### config.mk
export PLATFORM = sky130hd
export DESIGN_NAME = swervolf_periph
export DESIGN_NICKNAME = d
export VERILOG_FILES = /design/src/design/periph_map_pkg.sv /design/src/design/wb_pkg.sv /design/src/design/wb_if.sv /design/src/design/cmp_timer.sv /design/src/design/gpio_bank.sv /design/src/design/swervolf_periph.sv /design/src/design/syscon_irq.sv /design/src/design/wb_decoder.sv
export SDC_FILE = /design/constraint.sdc
export NUM_CORES = 1
export LEC_CHECK = 0
export BUFFER_PORTS_ARGS = -buffer_cell sky130_fd_sc_hd__buf_4
export CAP_MARGIN = 25
export CORE_MARGIN = 3
export CORE_UTILIZATION = 45
export CTS_CLUSTER_DIAMETER = 100
export DETAILED_ROUTE_END_ITERATION = 8
export PLACE_DENSITY_LB_ADDON = 0.25
export REMOVE_ABC_BUFFERS = 1
export SYNTH_ARGS = -nofsm -noshare
export SYNTH_HDL_FRONTEND = slang
export SYNTH_HIERARCHICAL = 1
export SYNTH_SLANG_ARGS = --single-unit
### constraint.sdc
create_clock -name i_clk -period 3.8 [get_ports i_clk]
set_clock_uncertainty 0.15 [all_clocks]
set_input_delay 0.57 -clock i_clk [delete_from_list [all_inputs] [get_ports i_clk]]
set_output_delay 0.57 -clock i_clk [all_outputs]
set_load 0.03 [all_outputs]
### src/design/periph_map_pkg.sv
/*
 * Peripheral address map. Address bits 15:12 select the slave and
 * bits 5:2 select the register, so each slave has 16 word registers.
 */
package periph_map_pkg;

   localparam int SLAVE_SEL_W = 4;

   typedef logic [SLAVE_SEL_W-1:0] slv_sel_t;

   // Slave select values, the rest are unmapped
   localparam slv_sel_t SLV_GPIO0  = 4'd0;
   localparam slv_sel_t SLV_GPIO1  = 4'd1;
   localparam slv_sel_t SLV_TIMER  = 4'd2;
   localparam slv_sel_t SLV_SYSCON = 4'd3;

   typedef logic [3:0] reg_idx_t;

   localparam reg_idx_t GPIO_IN       = 4'd0;
   localparam reg_idx_t GPIO_OUT      = 4'd1;
   localparam reg_idx_t GPIO_OE       = 4'd2;
   localparam reg_idx_t GPIO_IRQ_EN   = 4'd3;
   localparam reg_idx_t GPIO_IRQ_STAT = 4'd4;

   localparam reg_idx_t TMR_COUNT   = 4'd0;
   localparam reg_idx_t TMR_COMPARE = 4'd1;
   localparam reg_idx_t TMR_CTRL    = 4'd2;

   localparam reg_idx_t SYS_PENDING = 4'd0;
   localparam reg_idx_t SYS_MASK    = 4'd1;

   // Bit positions in PENDING and MASK
   localparam int IRQ_GPIO0 = 0;
   localparam int IRQ_GPIO1 = 1;
   localparam int IRQ_TIMER = 2;
   localparam int N_IRQ     = 3;

   typedef logic [N_IRQ-1:0] irq_vec_t;

endpackage

### src/design/wb_pkg.sv
/*
 * Bus-level types for the peripheral Wishbone bus.
 * Word accesses only; there are no byte selects.
 */
package wb_pkg;

   // Byte address, bits 1:0 are ignored by every slave
   localparam int ADDR_W = 16;
   localparam int DATA_W = 32;

   typedef logic [ADDR_W-1:0] wb_addr_t;
   typedef logic [DATA_W-1:0] wb_data_t;

endpackage

### src/design/wb_if.sv
/*
 * Wishbone classic bundle, no err, rty or sel.
 * The slave holds ack high for one cycle per access.
 */
interface wb_if;
   import wb_pkg::*;

   wb_addr_t adr;
   wb_data_t dat;
   logic     we;
   logic     cyc;
   logic     stb;
   wb_data_t rdt;
   logic     ack;

   modport master (
      output adr, dat, we, cyc, stb,
      input  rdt, ack
   );

   modport slave (
      input  adr, dat, we, cyc, stb,
      output rdt, ack
   );

endinterface

### src/design/cmp_timer.sv
/*
 * Free-running 32-bit counter, enabled by CTRL bit 0.
 * The interrupt stays up while enabled and COUNT >= COMPARE.
 */
module cmp_timer (
   input  logic i_clk,
   input  logic i_rst_n,
   wb_if.slave  bus,
   output logic o_irq
);
   import wb_pkg::*;
   import periph_map_pkg::*;

   wb_data_t count_q;
   wb_data_t compare_q;
   logic     en_q;
   reg_idx_t idx;
   logic     wr_en;

   assign idx   = bus.adr[5:2];
   assign wr_en = bus.cyc & bus.stb & ~bus.ack & bus.we;

   always_ff @(posedge i_clk) begin
      if (!i_rst_n) begin
         bus.ack   <= 1'b0;
         count_q   <= '0;
         compare_q <= '0;
         en_q      <= 1'b0;
      end else begin
         bus.ack <= bus.cyc & bus.stb & ~bus.ack;
         // Software write to COUNT overrides the increment
         if (wr_en && idx == TMR_COUNT) begin
            count_q <= bus.dat;
         end else if (en_q) begin
            count_q <= count_q + 1'b1;
         end
         if (wr_en && idx == TMR_COMPARE) begin
            compare_q <= bus.dat;
         end
         if (wr_en && idx == TMR_CTRL) begin
            en_q <= bus.dat[0];
         end
      end
   end

   always_comb begin
      case (idx)
         TMR_COUNT:   bus.rdt = count_q;
         TMR_COMPARE: bus.rdt = compare_q;
         TMR_CTRL:    bus.rdt = {{(DATA_W-1){1'b0}}, en_q};
         default:     bus.rdt = '0;
      endcase
   end

   assign o_irq = en_q && (count_q >= compare_q);

endmodule

### src/design/gpio_bank.sv
/*
 * GPIO bank of GPIO_W pins (1 to 32), upper read bits are zero.
 * Inputs pass a two-flop synchroniser; rising edges latch into
 * IRQ_STAT, write 1 to clear. A new edge beats a clear.
 */
module gpio_bank #(
   parameter int GPIO_W = 32
) (
   input  logic              i_clk,
   input  logic              i_rst_n,
   wb_if.slave               bus,
   input  logic [GPIO_W-1:0] i_pin,
   output logic [GPIO_W-1:0] o_pin,
   output logic [GPIO_W-1:0] o_pin_oe,
   output logic              o_irq
);
   import wb_pkg::*;
   import periph_map_pkg::*;

   typedef logic [GPIO_W-1:0] pin_t;

   pin_t     in_meta;
   pin_t     in_sync;
   pin_t     in_dly;
   pin_t     rise;
   pin_t     out_q;
   pin_t     oe_q;
   pin_t     irq_en_q;
   pin_t     irq_stat_q;
   pin_t     stat_clr;
   pin_t     wr_data;
   reg_idx_t idx;
   logic     wr_en;

   assign idx     = bus.adr[5:2];
   assign wr_data = bus.dat[GPIO_W-1:0];
   assign wr_en   = bus.cyc & bus.stb & ~bus.ack & bus.we;

   //**********************************************************
   // Input synchroniser and edge detect
   //**********************************************************
   always_ff @(posedge i_clk) begin
      if (!i_rst_n) begin
         in_meta <= '0;
         in_sync <= '0;
         in_dly  <= '0;
      end else begin
         in_meta <= i_pin;
         in_sync <= in_meta;
         in_dly  <= in_sync;
      end
   end

   assign rise = in_sync & ~in_dly;

   //**********************************************************
   // Bus side
   //**********************************************************
   always_ff @(posedge i_clk) begin
      if (!i_rst_n) begin
         bus.ack <= 1'b0;
      end else begin
         bus.ack <= bus.cyc & bus.stb & ~bus.ack;
      end
   end

   assign stat_clr = (wr_en && idx == GPIO_IRQ_STAT) ? wr_data : '0;

   always_ff @(posedge i_clk) begin
      if (!i_rst_n) begin
         out_q      <= '0;
         oe_q       <= '0;
         irq_en_q   <= '0;
         irq_stat_q <= '0;
      end else begin
         if (wr_en && idx == GPIO_OUT) begin
            out_q <= wr_data;
         end
         if (wr_en && idx == GPIO_OE) begin
            oe_q <= wr_data;
         end
         if (wr_en && idx == GPIO_IRQ_EN) begin
            irq_en_q <= wr_data;
         end
         irq_stat_q <= (irq_stat_q & ~stat_clr) | rise;
      end
   end

   always_comb begin
      case (idx)
         GPIO_IN:       bus.rdt = wb_data_t'(in_sync);
         GPIO_OUT:      bus.rdt = wb_data_t'(out_q);
         GPIO_OE:       bus.rdt = wb_data_t'(oe_q);
         GPIO_IRQ_EN:   bus.rdt = wb_data_t'(irq_en_q);
         GPIO_IRQ_STAT: bus.rdt = wb_data_t'(irq_stat_q);
         default:       bus.rdt = '0;
      endcase
   end

   assign o_pin    = out_q;
   assign o_pin_oe = oe_q;
   assign o_irq    = |(irq_stat_q & irq_en_q);

endmodule

### src/design/swervolf_periph.sv
/*
 * Wishbone peripheral subsystem: two GPIO banks, compare timer, syscon.
 * GPIO pins come out as separate in, out and oe vectors.
 */
module swervolf_periph #(
   parameter int GPIO_W = 32
) (
   input  logic              i_clk,
   input  logic              i_rst_n,
   input  wb_pkg::wb_addr_t  i_wb_adr,
   input  wb_pkg::wb_data_t  i_wb_dat,
   input  logic              i_wb_we,
   input  logic              i_wb_cyc,
   input  logic              i_wb_stb,
   output wb_pkg::wb_data_t  o_wb_rdt,
   output logic              o_wb_ack,
   input  logic [GPIO_W-1:0] i_gpio0_in,
   output logic [GPIO_W-1:0] o_gpio0_out,
   output logic [GPIO_W-1:0] o_gpio0_oe,
   input  logic [GPIO_W-1:0] i_gpio1_in,
   output logic [GPIO_W-1:0] o_gpio1_out,
   output logic [GPIO_W-1:0] o_gpio1_oe,
   output logic              o_irq
);
   import periph_map_pkg::*;

   irq_vec_t irq_lines;

   wb_if bus_host ();
   wb_if bus_gpio0 ();
   wb_if bus_gpio1 ();
   wb_if bus_timer ();
   wb_if bus_sys ();

   assign bus_host.adr = i_wb_adr;
   assign bus_host.dat = i_wb_dat;
   assign bus_host.we  = i_wb_we;
   assign bus_host.cyc = i_wb_cyc;
   assign bus_host.stb = i_wb_stb;
   assign o_wb_rdt     = bus_host.rdt;
   assign o_wb_ack     = bus_host.ack;

   wb_decoder u_wb_decoder (
      .i_clk   (i_clk),
      .i_rst_n (i_rst_n),
      .s_host  (bus_host.slave),
      .m_gpio0 (bus_gpio0.master),
      .m_gpio1 (bus_gpio1.master),
      .m_timer (bus_timer.master),
      .m_sys   (bus_sys.master)
   );

   //**********************************************************
   // GPIO banks
   //**********************************************************
   gpio_bank #(.GPIO_W(GPIO_W)) u_gpio0 (
      .i_clk    (i_clk),
      .i_rst_n  (i_rst_n),
      .bus      (bus_gpio0.slave),
      .i_pin    (i_gpio0_in),
      .o_pin    (o_gpio0_out),
      .o_pin_oe (o_gpio0_oe),
      .o_irq    (irq_lines[IRQ_GPIO0])
   );

   gpio_bank #(.GPIO_W(GPIO_W)) u_gpio1 (
      .i_clk    (i_clk),
      .i_rst_n  (i_rst_n),
      .bus      (bus_gpio1.slave),
      .i_pin    (i_gpio1_in),
      .o_pin    (o_gpio1_out),
      .o_pin_oe (o_gpio1_oe),
      .o_irq    (irq_lines[IRQ_GPIO1])
   );

   cmp_timer u_cmp_timer (
      .i_clk   (i_clk),
      .i_rst_n (i_rst_n),
      .bus     (bus_timer.slave),
      .o_irq   (irq_lines[IRQ_TIMER])
   );

   syscon_irq u_syscon_irq (
      .i_clk   (i_clk),
      .i_rst_n (i_rst_n),
      .bus     (bus_sys.slave),
      .i_irq   (irq_lines),
      .o_irq   (o_irq)
   );

endmodule

### src/design/syscon_irq.sv
/*
 * Interrupt collector. PENDING shows the raw source lines,
 * MASK gates them onto the single interrupt output.
 */
module syscon_irq (
   input  logic                     i_clk,
   input  logic                     i_rst_n,
   wb_if.slave                      bus,
   input  periph_map_pkg::irq_vec_t i_irq,
   output logic                     o_irq
);
   import wb_pkg::*;
   import periph_map_pkg::*;

   irq_vec_t mask_q;
   reg_idx_t idx;

   assign idx = bus.adr[5:2];

   always_ff @(posedge i_clk) begin
      if (!i_rst_n) begin
         bus.ack <= 1'b0;
         mask_q  <= '0;
      end else begin
         bus.ack <= bus.cyc & bus.stb & ~bus.ack;
         if (bus.cyc && bus.stb && !bus.ack && bus.we && idx == SYS_MASK) begin
            mask_q <= bus.dat[N_IRQ-1:0];
         end
      end
   end

   always_comb begin
      case (idx)
         SYS_PENDING: bus.rdt = wb_data_t'(i_irq);
         SYS_MASK:    bus.rdt = wb_data_t'(mask_q);
         default:     bus.rdt = '0;
      endcase
   end

   assign o_irq = |(i_irq & mask_q);

endmodule

### src/design/wb_decoder.sv
/*
 * One master, four slaves. Address bits 15:12 pick the slave.
 * Unmapped selects get a one-cycle ack with zero read data.
 */
module wb_decoder (
   input  logic i_clk,
   input  logic i_rst_n,
   wb_if.slave  s_host,
   wb_if.master m_gpio0,
   wb_if.master m_gpio1,
   wb_if.master m_timer,
   wb_if.master m_sys
);
   import wb_pkg::*;
   import periph_map_pkg::*;

   slv_sel_t sel;
   logic     unmapped;
   logic     unmap_ack;

   assign sel      = s_host.adr[ADDR_W-1 -: SLAVE_SEL_W];
   assign unmapped = (sel != SLV_GPIO0) && (sel != SLV_GPIO1) &&
                     (sel != SLV_TIMER) && (sel != SLV_SYSCON);

   // Shared request lines
   assign m_gpio0.adr = s_host.adr;
   assign m_gpio0.dat = s_host.dat;
   assign m_gpio0.we  = s_host.we;
   assign m_gpio0.cyc = s_host.cyc;
   assign m_gpio1.adr = s_host.adr;
   assign m_gpio1.dat = s_host.dat;
   assign m_gpio1.we  = s_host.we;
   assign m_gpio1.cyc = s_host.cyc;
   assign m_timer.adr = s_host.adr;
   assign m_timer.dat = s_host.dat;
   assign m_timer.we  = s_host.we;
   assign m_timer.cyc = s_host.cyc;
   assign m_sys.adr   = s_host.adr;
   assign m_sys.dat   = s_host.dat;
   assign m_sys.we    = s_host.we;
   assign m_sys.cyc   = s_host.cyc;

   // Strobe only reaches the addressed slave
   assign m_gpio0.stb = s_host.stb && (sel == SLV_GPIO0);
   assign m_gpio1.stb = s_host.stb && (sel == SLV_GPIO1);
   assign m_timer.stb = s_host.stb && (sel == SLV_TIMER);
   assign m_sys.stb   = s_host.stb && (sel == SLV_SYSCON);

   always_ff @(posedge i_clk) begin
      if (!i_rst_n) begin
         unmap_ack <= 1'b0;
      end else begin
         unmap_ack <= s_host.cyc & s_host.stb & unmapped & ~unmap_ack;
      end
   end

   // Address is held until ack, so the return mux follows it
   always_comb begin
      case (sel)
         SLV_GPIO0: begin
            s_host.rdt = m_gpio0.rdt;
            s_host.ack = m_gpio0.ack;
         end
         SLV_GPIO1: begin
            s_host.rdt = m_gpio1.rdt;
            s_host.ack = m_gpio1.ack;
         end
         SLV_TIMER: begin
            s_host.rdt = m_timer.rdt;
            s_host.ack = m_timer.ack;
         end
         SLV_SYSCON: begin
            s_host.rdt = m_sys.rdt;
            s_host.ack = m_sys.ack;
         end
         default: begin
            s_host.rdt = '0;
            s_host.ack = unmap_ack;
         end
      endcase
   end

endmodule

==> key figures, run 1 <==
Status
  – Status: finished, violations left
  – Failing checks: setup timing

Detailed routing
  – Routed WL per cell: 20.79 µm
  – Drt pass-1 iters: 7
  – Via Count: 18780
  – Post-route ant nets: 0
  – DRT iter0 DRCs: 2027
  – Drt total wl: 70.03 mm
  – Drt drc: 0
  – Vias/cell: 5.575

Pwr
  – VDD IR max: 0.3216 mV
  – P per Cell Area: 463.8 nW/µm²
  – Post-layout total power: 12.70 mW
  – Leak Pwr: 12.87 nW

Timing
  – Fmax achieved: 262.4 MHz
  – Max Slew Vio Count: 0
  – Worst slew margin: 38.22%
  – Final setup viols: 1
  – Tmin final: 3810 ps
  – Worst-Margin Slew: 925.3 ps
  – Count of final hold-check violations: 0
  – Final setup TNS: -10.28 ps
  – Final worst-path cycle share: 100.3%
  – Final worst slack: -10.28 ps
  – RSZ-0062 raised after global routing: true

Critical path
  – Max FO, Critical Path: 2
  – Required @ worst endpoint: 3080 ps
  – WP data arrival: 3090 ps
  – Worst Setup Start Kind: flop
  – Crit Path Class: flop to output pin
  – Critical path endpoint category: output pin
  – R2r setup slk: 1150 ps
  – R2R depth: 5
  – Reg-to-Reg Start: u_cmp_timer/en_q$_SDFFE_PN0P_
  – Crit Reg-Reg Endpoint: u_cmp_timer/count_q[29]$_SDFFE_PN0P_

Placement
  – Dpl cell area: 24660 µm²
  – Port Buffers: 270
  – HPWL Detailed: 46.34 mm
  – Post-place setup slack: -13.70 ps
  – Placer Congestion: 0.8684
  – Dpl cells: 3226

Floorplanning
  – Boundary Pins: 279
  – Die ar.: 54180 µm²
  – Die X: 232.8 µm
  – Die height: 232.8 µm
  – Initial Util: 45.85%
  – Placement row count: 82
  – Total core area: 50480 µm²

GRT
  – GRT Overall Usage: 24.87%
  – Largest net degree at the start of global routing: 110
  – Initial antenna violation count: 1
  – Vias in the first global route: 18340
  – Grt total ovfl: 0
  – First-pass GRT wire length: 105.7 mm

Clock tree
  – Sink Count: 521
  – Root buf cell: clkbuf_16
  – CTS Buffer Depth: 3
  – TritonCTS buffer count: 56
  – Worst skew pair latency: 610 ps
  – CTS H-tree depth: 2
  – Clock slew at reported path FFs: 60 ps
  – CTS tree: done

Cells and area
  – Layout Nets: 2799
  – Final Cell Area: 27380 µm²
  – Register area: 10440 µm²
  – Post-route insts no fill: 3369
  – Filler cell count: 4601
  – Share of post-route cells with drive strength above 1: 17.35%
  – Area of the multi-input gates: 10600 µm²
  – Final antenna diode count: 0
  – Layout area overhead: 18.29%

Logic synthesis
  – Syn Area/Cell: 9.111 µm²
  – Cells after Synth: 2540
  – Synthesized area: 23140 µm²
  – Yosys warns: 6

Worst hold path
  – Hold depth: 2
  – WHS Endpoint: u_gpio0/in_meta[10]$_SDFF_PN0_
  – HP Start: i_gpio0_in[10]
  – Worst min path class: input pin to flop

Job
  – Max_cap viols: 0
cell usage in the layout, fill, tap and decap left out, drive strengths merged, types with 33 or more instances in the layout:
| master | n |
|---|---|
| nand2 | 540 |
| dfxtp | 521 |
| buf | 308 |
| mux2i | 229 |
| and2 | 133 |
| inv | 109 |
| a22oi | 96 |
| and3 | 67 |
| clkbuf | 67 |
| a222oi | 65 |
| a21oi | 64 |
| o22ai | 64 |
| nor2 | 56 |
| dlygate4sd3 | 35 |
| ha | 33 |
critical path: stages (launching register included):
cell and delay [ps]:
dfxtp_2 340, inv_2 50, ha_4 220, nand2b_4 140, a2111oi_4 310, o21ai_2 120
a2111oi_4 330, o21ai_2 150, mux2i_1 170, nor2_1 70, a221o_2 420, buf_6 150
report_power, final:
group / switching [mW] / internal, mW
registers: 0.0630 / 5.58
clock network: 2.35 / 4.09
logic: 0.376 / 0.233
total: 2.79 / 9.91
layer usage:
layer,track usage [%],vias to the layer above,part of all wire [%]
met5,0,-,0.010
met4,9.045,2,3.5
met3,3.244,134,5.9
met2,41.71,665,48
met1,32.79,9101,43
li1,-,8879,-
through the flow:
step / hold slack (ps) / util (%)
after floorplan: 257.8 / -
after global placement: 259.7 / 48.84
after detailed placement: 263.1 / 48.84
after CTS: 0.1359 / 54.11
after global routing: 15.20 / 54.23
final: 18.73 / 54.23
worst max-delay path by stage:
| stage | startpoint | end |
|---|---|---|
| final | u_cmp_timer/count_q[0]$_SDFFE_PN0P_ | o_wb_rdt[2] |
| after global routing | u_cmp_timer/count_q[0]$_SDFFE_PN0P_ | o_wb_rdt[2] |
| after CTS | u_cmp_timer/count_q[0]$_SDFFE_PN0P_ | o_wb_rdt[2] |
| after detailed placement | u_cmp_timer/count_q[0]$_SDFFE_PN0P_ | o_wb_rdt[2] |
| after global placement | u_cmp_timer/count_q[0]$_SDFFE_PN0P_ | o_wb_rdt[2] |
| after floorplan | i_wb_adr[2] | u_cmp_timer/count_q[30]$_SDFFE_PN0P_ |
cell type report:
type | count | share of cell area (%)
timing repair buffer | 343 | 10.56
clock buffer | 67 | 5.567
multi-input combinational | 1621 | 38.71
inverter | 106 | 1.453
sequential | 521 | 38.15
tap | 672 | 3.071
clock inverter | 39 | 2.491
what timing repair did:
action / in CTS / in global routing
pin swaps: 6 / 3
endpoints found under the setup margin: 3 / 4
endpoints found under the hold margin: 35 / 0
hold buffers: 35 / 0
buffers inserted: 2 / 0
gates resized for setup: 21 / 17
cloned: 0 / 0
Power figures use the tool's default switching activity.
==> run 2, diff against run 1 <==
--- a/config.mk
+++ b/config.mk
@@ -6,7 +6,7 @@
 export NUM_CORES = 1
 export LEC_CHECK = 0
 export BUFFER_PORTS_ARGS = -buffer_cell sky130_fd_sc_hd__buf_4
-export CAP_MARGIN = 25
+export CAP_MARGIN = 20
 export CORE_MARGIN = 3
 export CORE_UTILIZATION = 45
 export CTS_CLUSTER_DIAMETER = 100
==> constraint.sdc (replaced) <==
create_clock -name i_clk -period 3.8 [get_ports i_clk]
set_clock_uncertainty 0.15 [all_clocks]
set_input_delay 0.57 -clock i_clk [delete_from_list [all_inputs] [get_ports i_clk]]
set_output_delay 0.57 -clock i_clk [all_outputs]
set_load 0.1 [all_outputs]
==> run 2 against run 1 <==
  * The flow now finishes without violations
  * Critical path depth shrank 5
  * Sequential share of layout area grew 0.095 points
  * First-iteration DRC count shrank 2.3%
  * Setup slack gained 41 ps
  * Core utilization shrank 0.12 points
  * Non-clock buffer count grew 13
  * Critical path type unchanged
  * Via count grew 0.79%
  * Sequential power is essentially flat
  * Count of clock-buffer cells in the layout grew 13
  * Register-to-register slack is essentially flat
  * Largest power group unchanged
  * Sequential cell count is the same
  * Routed wire length shrank 0.67%
==> key figures, run 2 (same netlist as run 1, synthesis figures left out) <==
Placement
  – Placer Congestion: 0.8668
  – Port Buffers: 270
  – HPWL Detailed: 46.16 mm

Floorplanning
  – Total core area: 50480 µm²
  – Die X: 232.8 µm
  – Die height: 232.8 µm
  – Initial Util: 45.85%
  – Boundary Pins: 279
  – Die ar.: 54180 µm²
  – Placement row count: 82

Clock tree
  – Worst skew pair latency: 610 ps
  – CTS H-tree depth: 2
  – CTS Buffer Depth: 3
  – Clock slew at reported path FFs: 60 ps
  – TritonCTS buffer count: 56
  – CTS tree: done
  – Sink Count: 521
  – Root buf cell: clkbuf_16

Timing
  – Count of final hold-check violations: 0
  – Final setup TNS: 0 ps
  – Tmin final: 3769 ps
  – Fmax achieved: 265.3 MHz
  – Worst-Margin Slew: 905.6 ps
  – Final setup viols: 0
  – Final worst-path cycle share: 99.18%
  – RSZ-0062 raised after global routing: true
  – Max Slew Vio Count: 0
  – Worst slew margin: 39.54%

Pwr
  – P per Cell Area: 441.8 nW/µm²
  – Leak Pwr: 12.83 nW
  – VDD IR max: 0.3486 mV

Job
  – Max_cap viols: 0

Critical path
  – Required @ worst endpoint: 3080 ps
  – Crit Path Class: flop to output pin
  – Critical path endpoint category: output pin
  – Max FO, Critical Path: 3
  – WP data arrival: 3050 ps
  – Worst Setup Start Kind: flop

GRT
  – GRT Overall Usage: 24.81%
  – Grt total ovfl: 0
  – Largest net degree at the start of global routing: 152
  – Vias in the first global route: 18360
  – Initial antenna violation count: 2
  – First-pass GRT wire length: 105.0 mm

Cells and area
  – Layout Nets: 2812
  – Layout area overhead: 18.03%
  – Util after Layout: 54.11%
  – Share of post-route cells with drive strength above 1: 17.14%
  – Commonest non-fill, non-tap cell in the layout: nand2_1
  – Final antenna diode count: 0
  – Filler cell count: 4609
  – Commonest cells after routing, fill and taps aside: 533 x nand2_1, 508 x dfxtp_1, 288 x buf_4, 229 x mux2i_1, 132 x and2_1

Status
  – Status: finished, final reports clean

Detailed routing
  – Drt drc: 0
  – Drt pass-1 iters: 9
  – Vias/cell: 5.602
  – Post-route ant nets: 0
  – Via Count: 18930
  – Drt total wl: 69.56 mm
  – DRT iter0 DRCs: 1980
  – Routed WL per cell: 20.59 µm

Worst hold path
  – Worst min path class: input pin to flop
## run 2: cell types whose count changed in the layout (fill, tap and decap cells not counted), moves of 3 or more
cell           previous run  this run
dlygate4sd3_1            35        47
inv_6                     3         0
clkbuf_1                  4        13
bufinv_16                18         8
clkbuf_8                  6         9
clkinvlp_4                7         3
## run 2: what timing repair did
| item | 4_1_cts | 5_1_grt |
|---|---|---|
| endpoints found under the hold margin | 47 | 0 |
| gates resized for setup | 32 | 16 |
| pin swaps | 10 | 5 |
| endpoints found under the setup margin | 3 | 4 |
| hold buffers | 47 | 0 |
| buffers inserted | 1 | 0 |
## run 2: metal layers
| metal | track usage, % | wire length, µm | vias to the layer above |
|---|---|---|---|
| li1 | - | - | 8903 |
| met5 | 0 | 0 | - |
| met3 | 4.261 | 4912 | 140 |
| met2 | 41.32 | 32790 | 754 |
| met4 | 9.430 | 2718 | 0 |
| met1 | 32.15 | 29140 | 9132 |
## run 2: layout make-up
class / instances / area [µm²] / share of cell area [%]
tap: 672 / 840.8 / 3.078
timing repair buffer: 356 / 3039 / 11.13
sequential: 521 / 10450 / 38.25
clock buffer: 80 / 1624 / 5.946
inverter: 106 / 397.9 / 1.457
clock inverter: 23 / 341.6 / 1.251
multi-input combinational: 1621 / 10620 / 38.90
## run 2: final timing paths
check | from | endpoint | slack (ps) | cells past startpoint
worst max-delay path | u_gpio0/irq_stat_q[13]$_SDFF_PN0_ | o_irq | 30 | 6
worst min-delay path | i_gpio1_in[8] | u_gpio1/in_meta[8]$_SDFF_PN0_ | 20 | 2
worst max register to register | u_cmp_timer/en_q$_SDFFE_PN0P_ | u_cmp_timer/count_q[29]$_SDFFE_PN0P_ | 1160 | 5
worst min register to register | u_gpio1/in_dly[24]$_SDFF_PN0_ | u_gpio1/irq_stat_q[24]$_SDFF_PN0_ | 270 | 1
## run 2: worst max-delay path: stages, from the launching register on
cell,delay (ps)
dfxtp_1,330
a22oi_2,340
nand4_1,290
or4_4,650
a222oi_1,500
inv_1,120
buf_6,210
## run 2: per-stage QoR
stage | power [mW] | setup slack (ps) | cell area (µm²) | std cells | hold WS [ps]
detailed placement | 6.379 | -80.19 | 24680 | 3228 | 262.5
floorplan | 5.998 | -1797 | 21270 | 2248 | 257.8
global placement | 6.363 | 22.68 | 24680 | 3228 | 260.1
CTS | 12.17 | 5.653 | 27250 | 3379 | 0.3258
finish | 12.07 | 30.99 | 27310 | 3379 | 23.57
global route | 12.45 | -93.86 | 27310 | 3379 | 10.09
## run 2: where the power goes
group          switching (mW)  internal [mW]
Sequential             0.0627           5.59
Combinational           0.415          0.241
Clock                    2.25           3.51
Total                    2.73           9.34
==> run 3, diff against run 2 <==
==> constraint.sdc (replaced) <==
create_clock -name i_clk -period 3.2 [get_ports i_clk]
set_clock_uncertainty 0.15 [all_clocks]
set_input_delay 0.48 -clock i_clk [delete_from_list [all_inputs] [get_ports i_clk]]
set_output_delay 0.48 -clock i_clk [all_outputs]
set_load 0.1 [all_outputs]
==> run 3 against run 2 <==
  * The run now ends with DRC, setup timing left
  * Die area did not move
  * Power rose by 16%
  * Design area rose by 2.1%
  * Routed wire length rose by 1.9%
  * Sequential share of layout area fell by 0.82 points
  * Sequential cell count did not move
  * Non-clock buffer count rose by 81
  * Global-route usage rose by 0.39 points
  * Register-to-register slack got worse by 480 ps
  * Setup slack got worse by 510 ps
  * Clock power rose by 11%
  * Largest cell class unchanged
  * Highest routed layer unchanged
==> key figures, run 3 (same netlist as run 1, synthesis figures left out) <==
Detailed routing
  – Via Count: 19180
  – Routed WL per cell: 20.52 µm
  – Post-route ant nets: 0
  – Drt pass-1 iters: 9
  – Drt drc: 3
  – Vias/cell: 5.549
  – DRT iter0 DRCs: 1931
  – Drt total wl: 70.90 mm

Worst hold path
  – Worst min path class: input pin to flop
  – Hold depth: 3

Status
  – Failing checks: DRC, setup timing
  – Status: finished, violations left

Clock tree
  – Worst skew pair latency: 600 ps
  – TritonCTS buffer count: 54
  – Root buf cell: clkbuf_16
  – Sink Count: 521
  – CTS H-tree depth: 2
  – Clock slew at reported path FFs: 70 ps
  – CTS Buffer Depth: 3
  – CTS tree: done

Pwr
  – Leak Pwr: 13.17 nW
  – P per Cell Area: 499.9 nW/µm²
  – VDD IR max: 0.4208 mV

Placement
  – HPWL Detailed: 47.68 mm
  – Placer Congestion: 0.8705
  – Port Buffers: 270
  – Dpl cells: 3289

Critical path
  – Critical Path Max Stage Delay: 430 ps
  – Critical path endpoint category: output pin
  – Crit Path Class: flop to output pin
  – Slowest-stage cell, CP: a221o_2
  – WP data arrival: 3050 ps
  – R2R depth: 5
  – Required @ worst endpoint: 2570 ps
  – Worst Setup Start Kind: flop
  – Max FO, Critical Path: 3
  – CP Cell Sequence: inv_1, ha_1, and4_1, a221oi_4, a2bb2oi_2, o21ai_2, mux2i_1, nor2_1, a221o_2, buf_12

Cells and area
  – Layout area overhead: 20.51%
  – Commonest non-fill, non-tap cell in the layout: nand2_1
  – Layout Nets: 2891
  – Final antenna diode count: 0
  – Post-route insts no fill: 3456
  – Util after Layout: 55.25%
  – Share of post-route cells with drive strength above 1: 18.86%
  – Commonest cells after routing, fill and taps aside: 533 x nand2_1, 515 x dfxtp_1, 347 x buf_4, 228 x mux2i_1, 132 x and2_1

Floorplanning
  – Initial Util: 45.85%
  – Die ar.: 54180 µm²
  – Total core area: 50480 µm²
  – Die height: 232.8 µm
  – Boundary Pins: 279
  – Placement row count: 82
  – Die X: 232.8 µm

Timing
  – Final worst slack: -477.2 ps
  – Final setup TNS: -1396 ps
  – Worst slew margin: 39.19%
  – RSZ-0062 raised after global routing: true
  – Worst-Margin Slew: 910.8 ps
  – Tmin final: 3677 ps
  – Fmax achieved: 271.9 MHz
  – Count of final hold-check violations: 0
  – Final worst-path cycle share: 114.9%
  – Max Slew Vio Count: 0
  – Final setup viols: 4

GRT
  – GRT Overall Usage: 25.20%
  – Initial antenna violation count: 1
  – First-pass GRT wire length: 106.9 mm
  – Grt total ovfl: 0
  – Largest net degree at the start of global routing: 97
  – Vias in the first global route: 18680

Job
  – Max_cap viols: 0
==> run 3: changes by cell type in the layout (fill, tap and decap cells not counted), sizes merged <==
cell / before / now
clkinv: 12 / 14
bufinv: 8 / 5
clkinvlp: 3 / 1
dlygate4sd3: 47 / 65
inv: 106 / 107
buf: 309 / 372
clkbuf: 80 / 78
==> run 3: critical path: cells and delay by family, from the launching register on <==
kind                     cells  cell delay [ps]
flip-flops                   1              350
AO/OA/AOI/OAI                4             1100
adder cells (fa/ha/maj)      1              280
buffers and inverters        2              240
multiplexers                 1              150
AND/OR/NAND/NOR              2              320
==> run 3: area by class of cell <==
cell class	instances	area, µm²
Timing Repair Buffer	437	3734
Clock inverter	21	244.0
Tap cell	672	840.8
Multi-Input combinational cell	1621	10670
Inverter	106	397.9
Sequential cell	521	10440
Clock buffer	78	1563
Fill cell	4575	22590
==> run 3: path summary, 6_finish.rpt <==
path,startpoint,endpoint,slack (ps)
hold / removal,i_wb_dat[30],u_cmp_timer/compare_q[30]$_SDFFE_PN0P_,40
setup / recovery,u_cmp_timer/compare_q[21]$_SDFFE_PN0P_,o_wb_rdt[2],-480
hold reg to reg,u_gpio0/in_dly[29]$_SDFF_PN0_,u_gpio0/irq_stat_q[29]$_SDFF_PN0_,270
setup reg to reg,u_cmp_timer/en_q$_SDFFE_PN0P_,u_cmp_timer/count_q[29]$_SDFFE_PN0P_,680
==> run 3: routing by layer <==
metal / wire [µm] / track usage, % / up-vias
li1: - / - / 9069
met1: 29610 / 32.78 / 9192
met2: 33610 / 41.88 / 774
met3: 4844 / 3.722 / 143
met4: 2841 / 10.41 / 0
met5: 0 / 0 / -
==> run 3: per-stage QoR <==
step | worst slack [ps] | hold slack, ps | power [mW] | instance area (µm²)
global placement | -432.0 | 259.6 | 7.573 | 25150
global route | -577.0 | 27.63 | 14.38 | 27890
finish | -477.2 | 35.83 | 13.94 | 27890
floorplan | -2307 | 257.8 | 7.122 | 21270
detailed placement | -503.5 | 266.3 | 7.592 | 25150
CTS | -492.7 | 4.422 | 14.06 | 27790
==> run 3: what timing repair did <==
action | in CTS | in global routing
gates resized for setup | 36 | 21
setup endpoints to repair | 4 | 5
pin swaps | 16 | 13
cloned | 0 | 0
hold buffers | 65 | 0
endpoints found under the hold margin | 65 | 0
setup buffers | 2 | 1
==> run 3: where the power goes <==
| part | switching [mW] | internal (mW) | leakage, nW |
|---|---|---|---|
| logic | 0.502 | 0.314 | 8.04 |
| registers | 0.0757 | 6.63 | 4.24 |
| clock network | 2.63 | 3.79 | 0.896 |
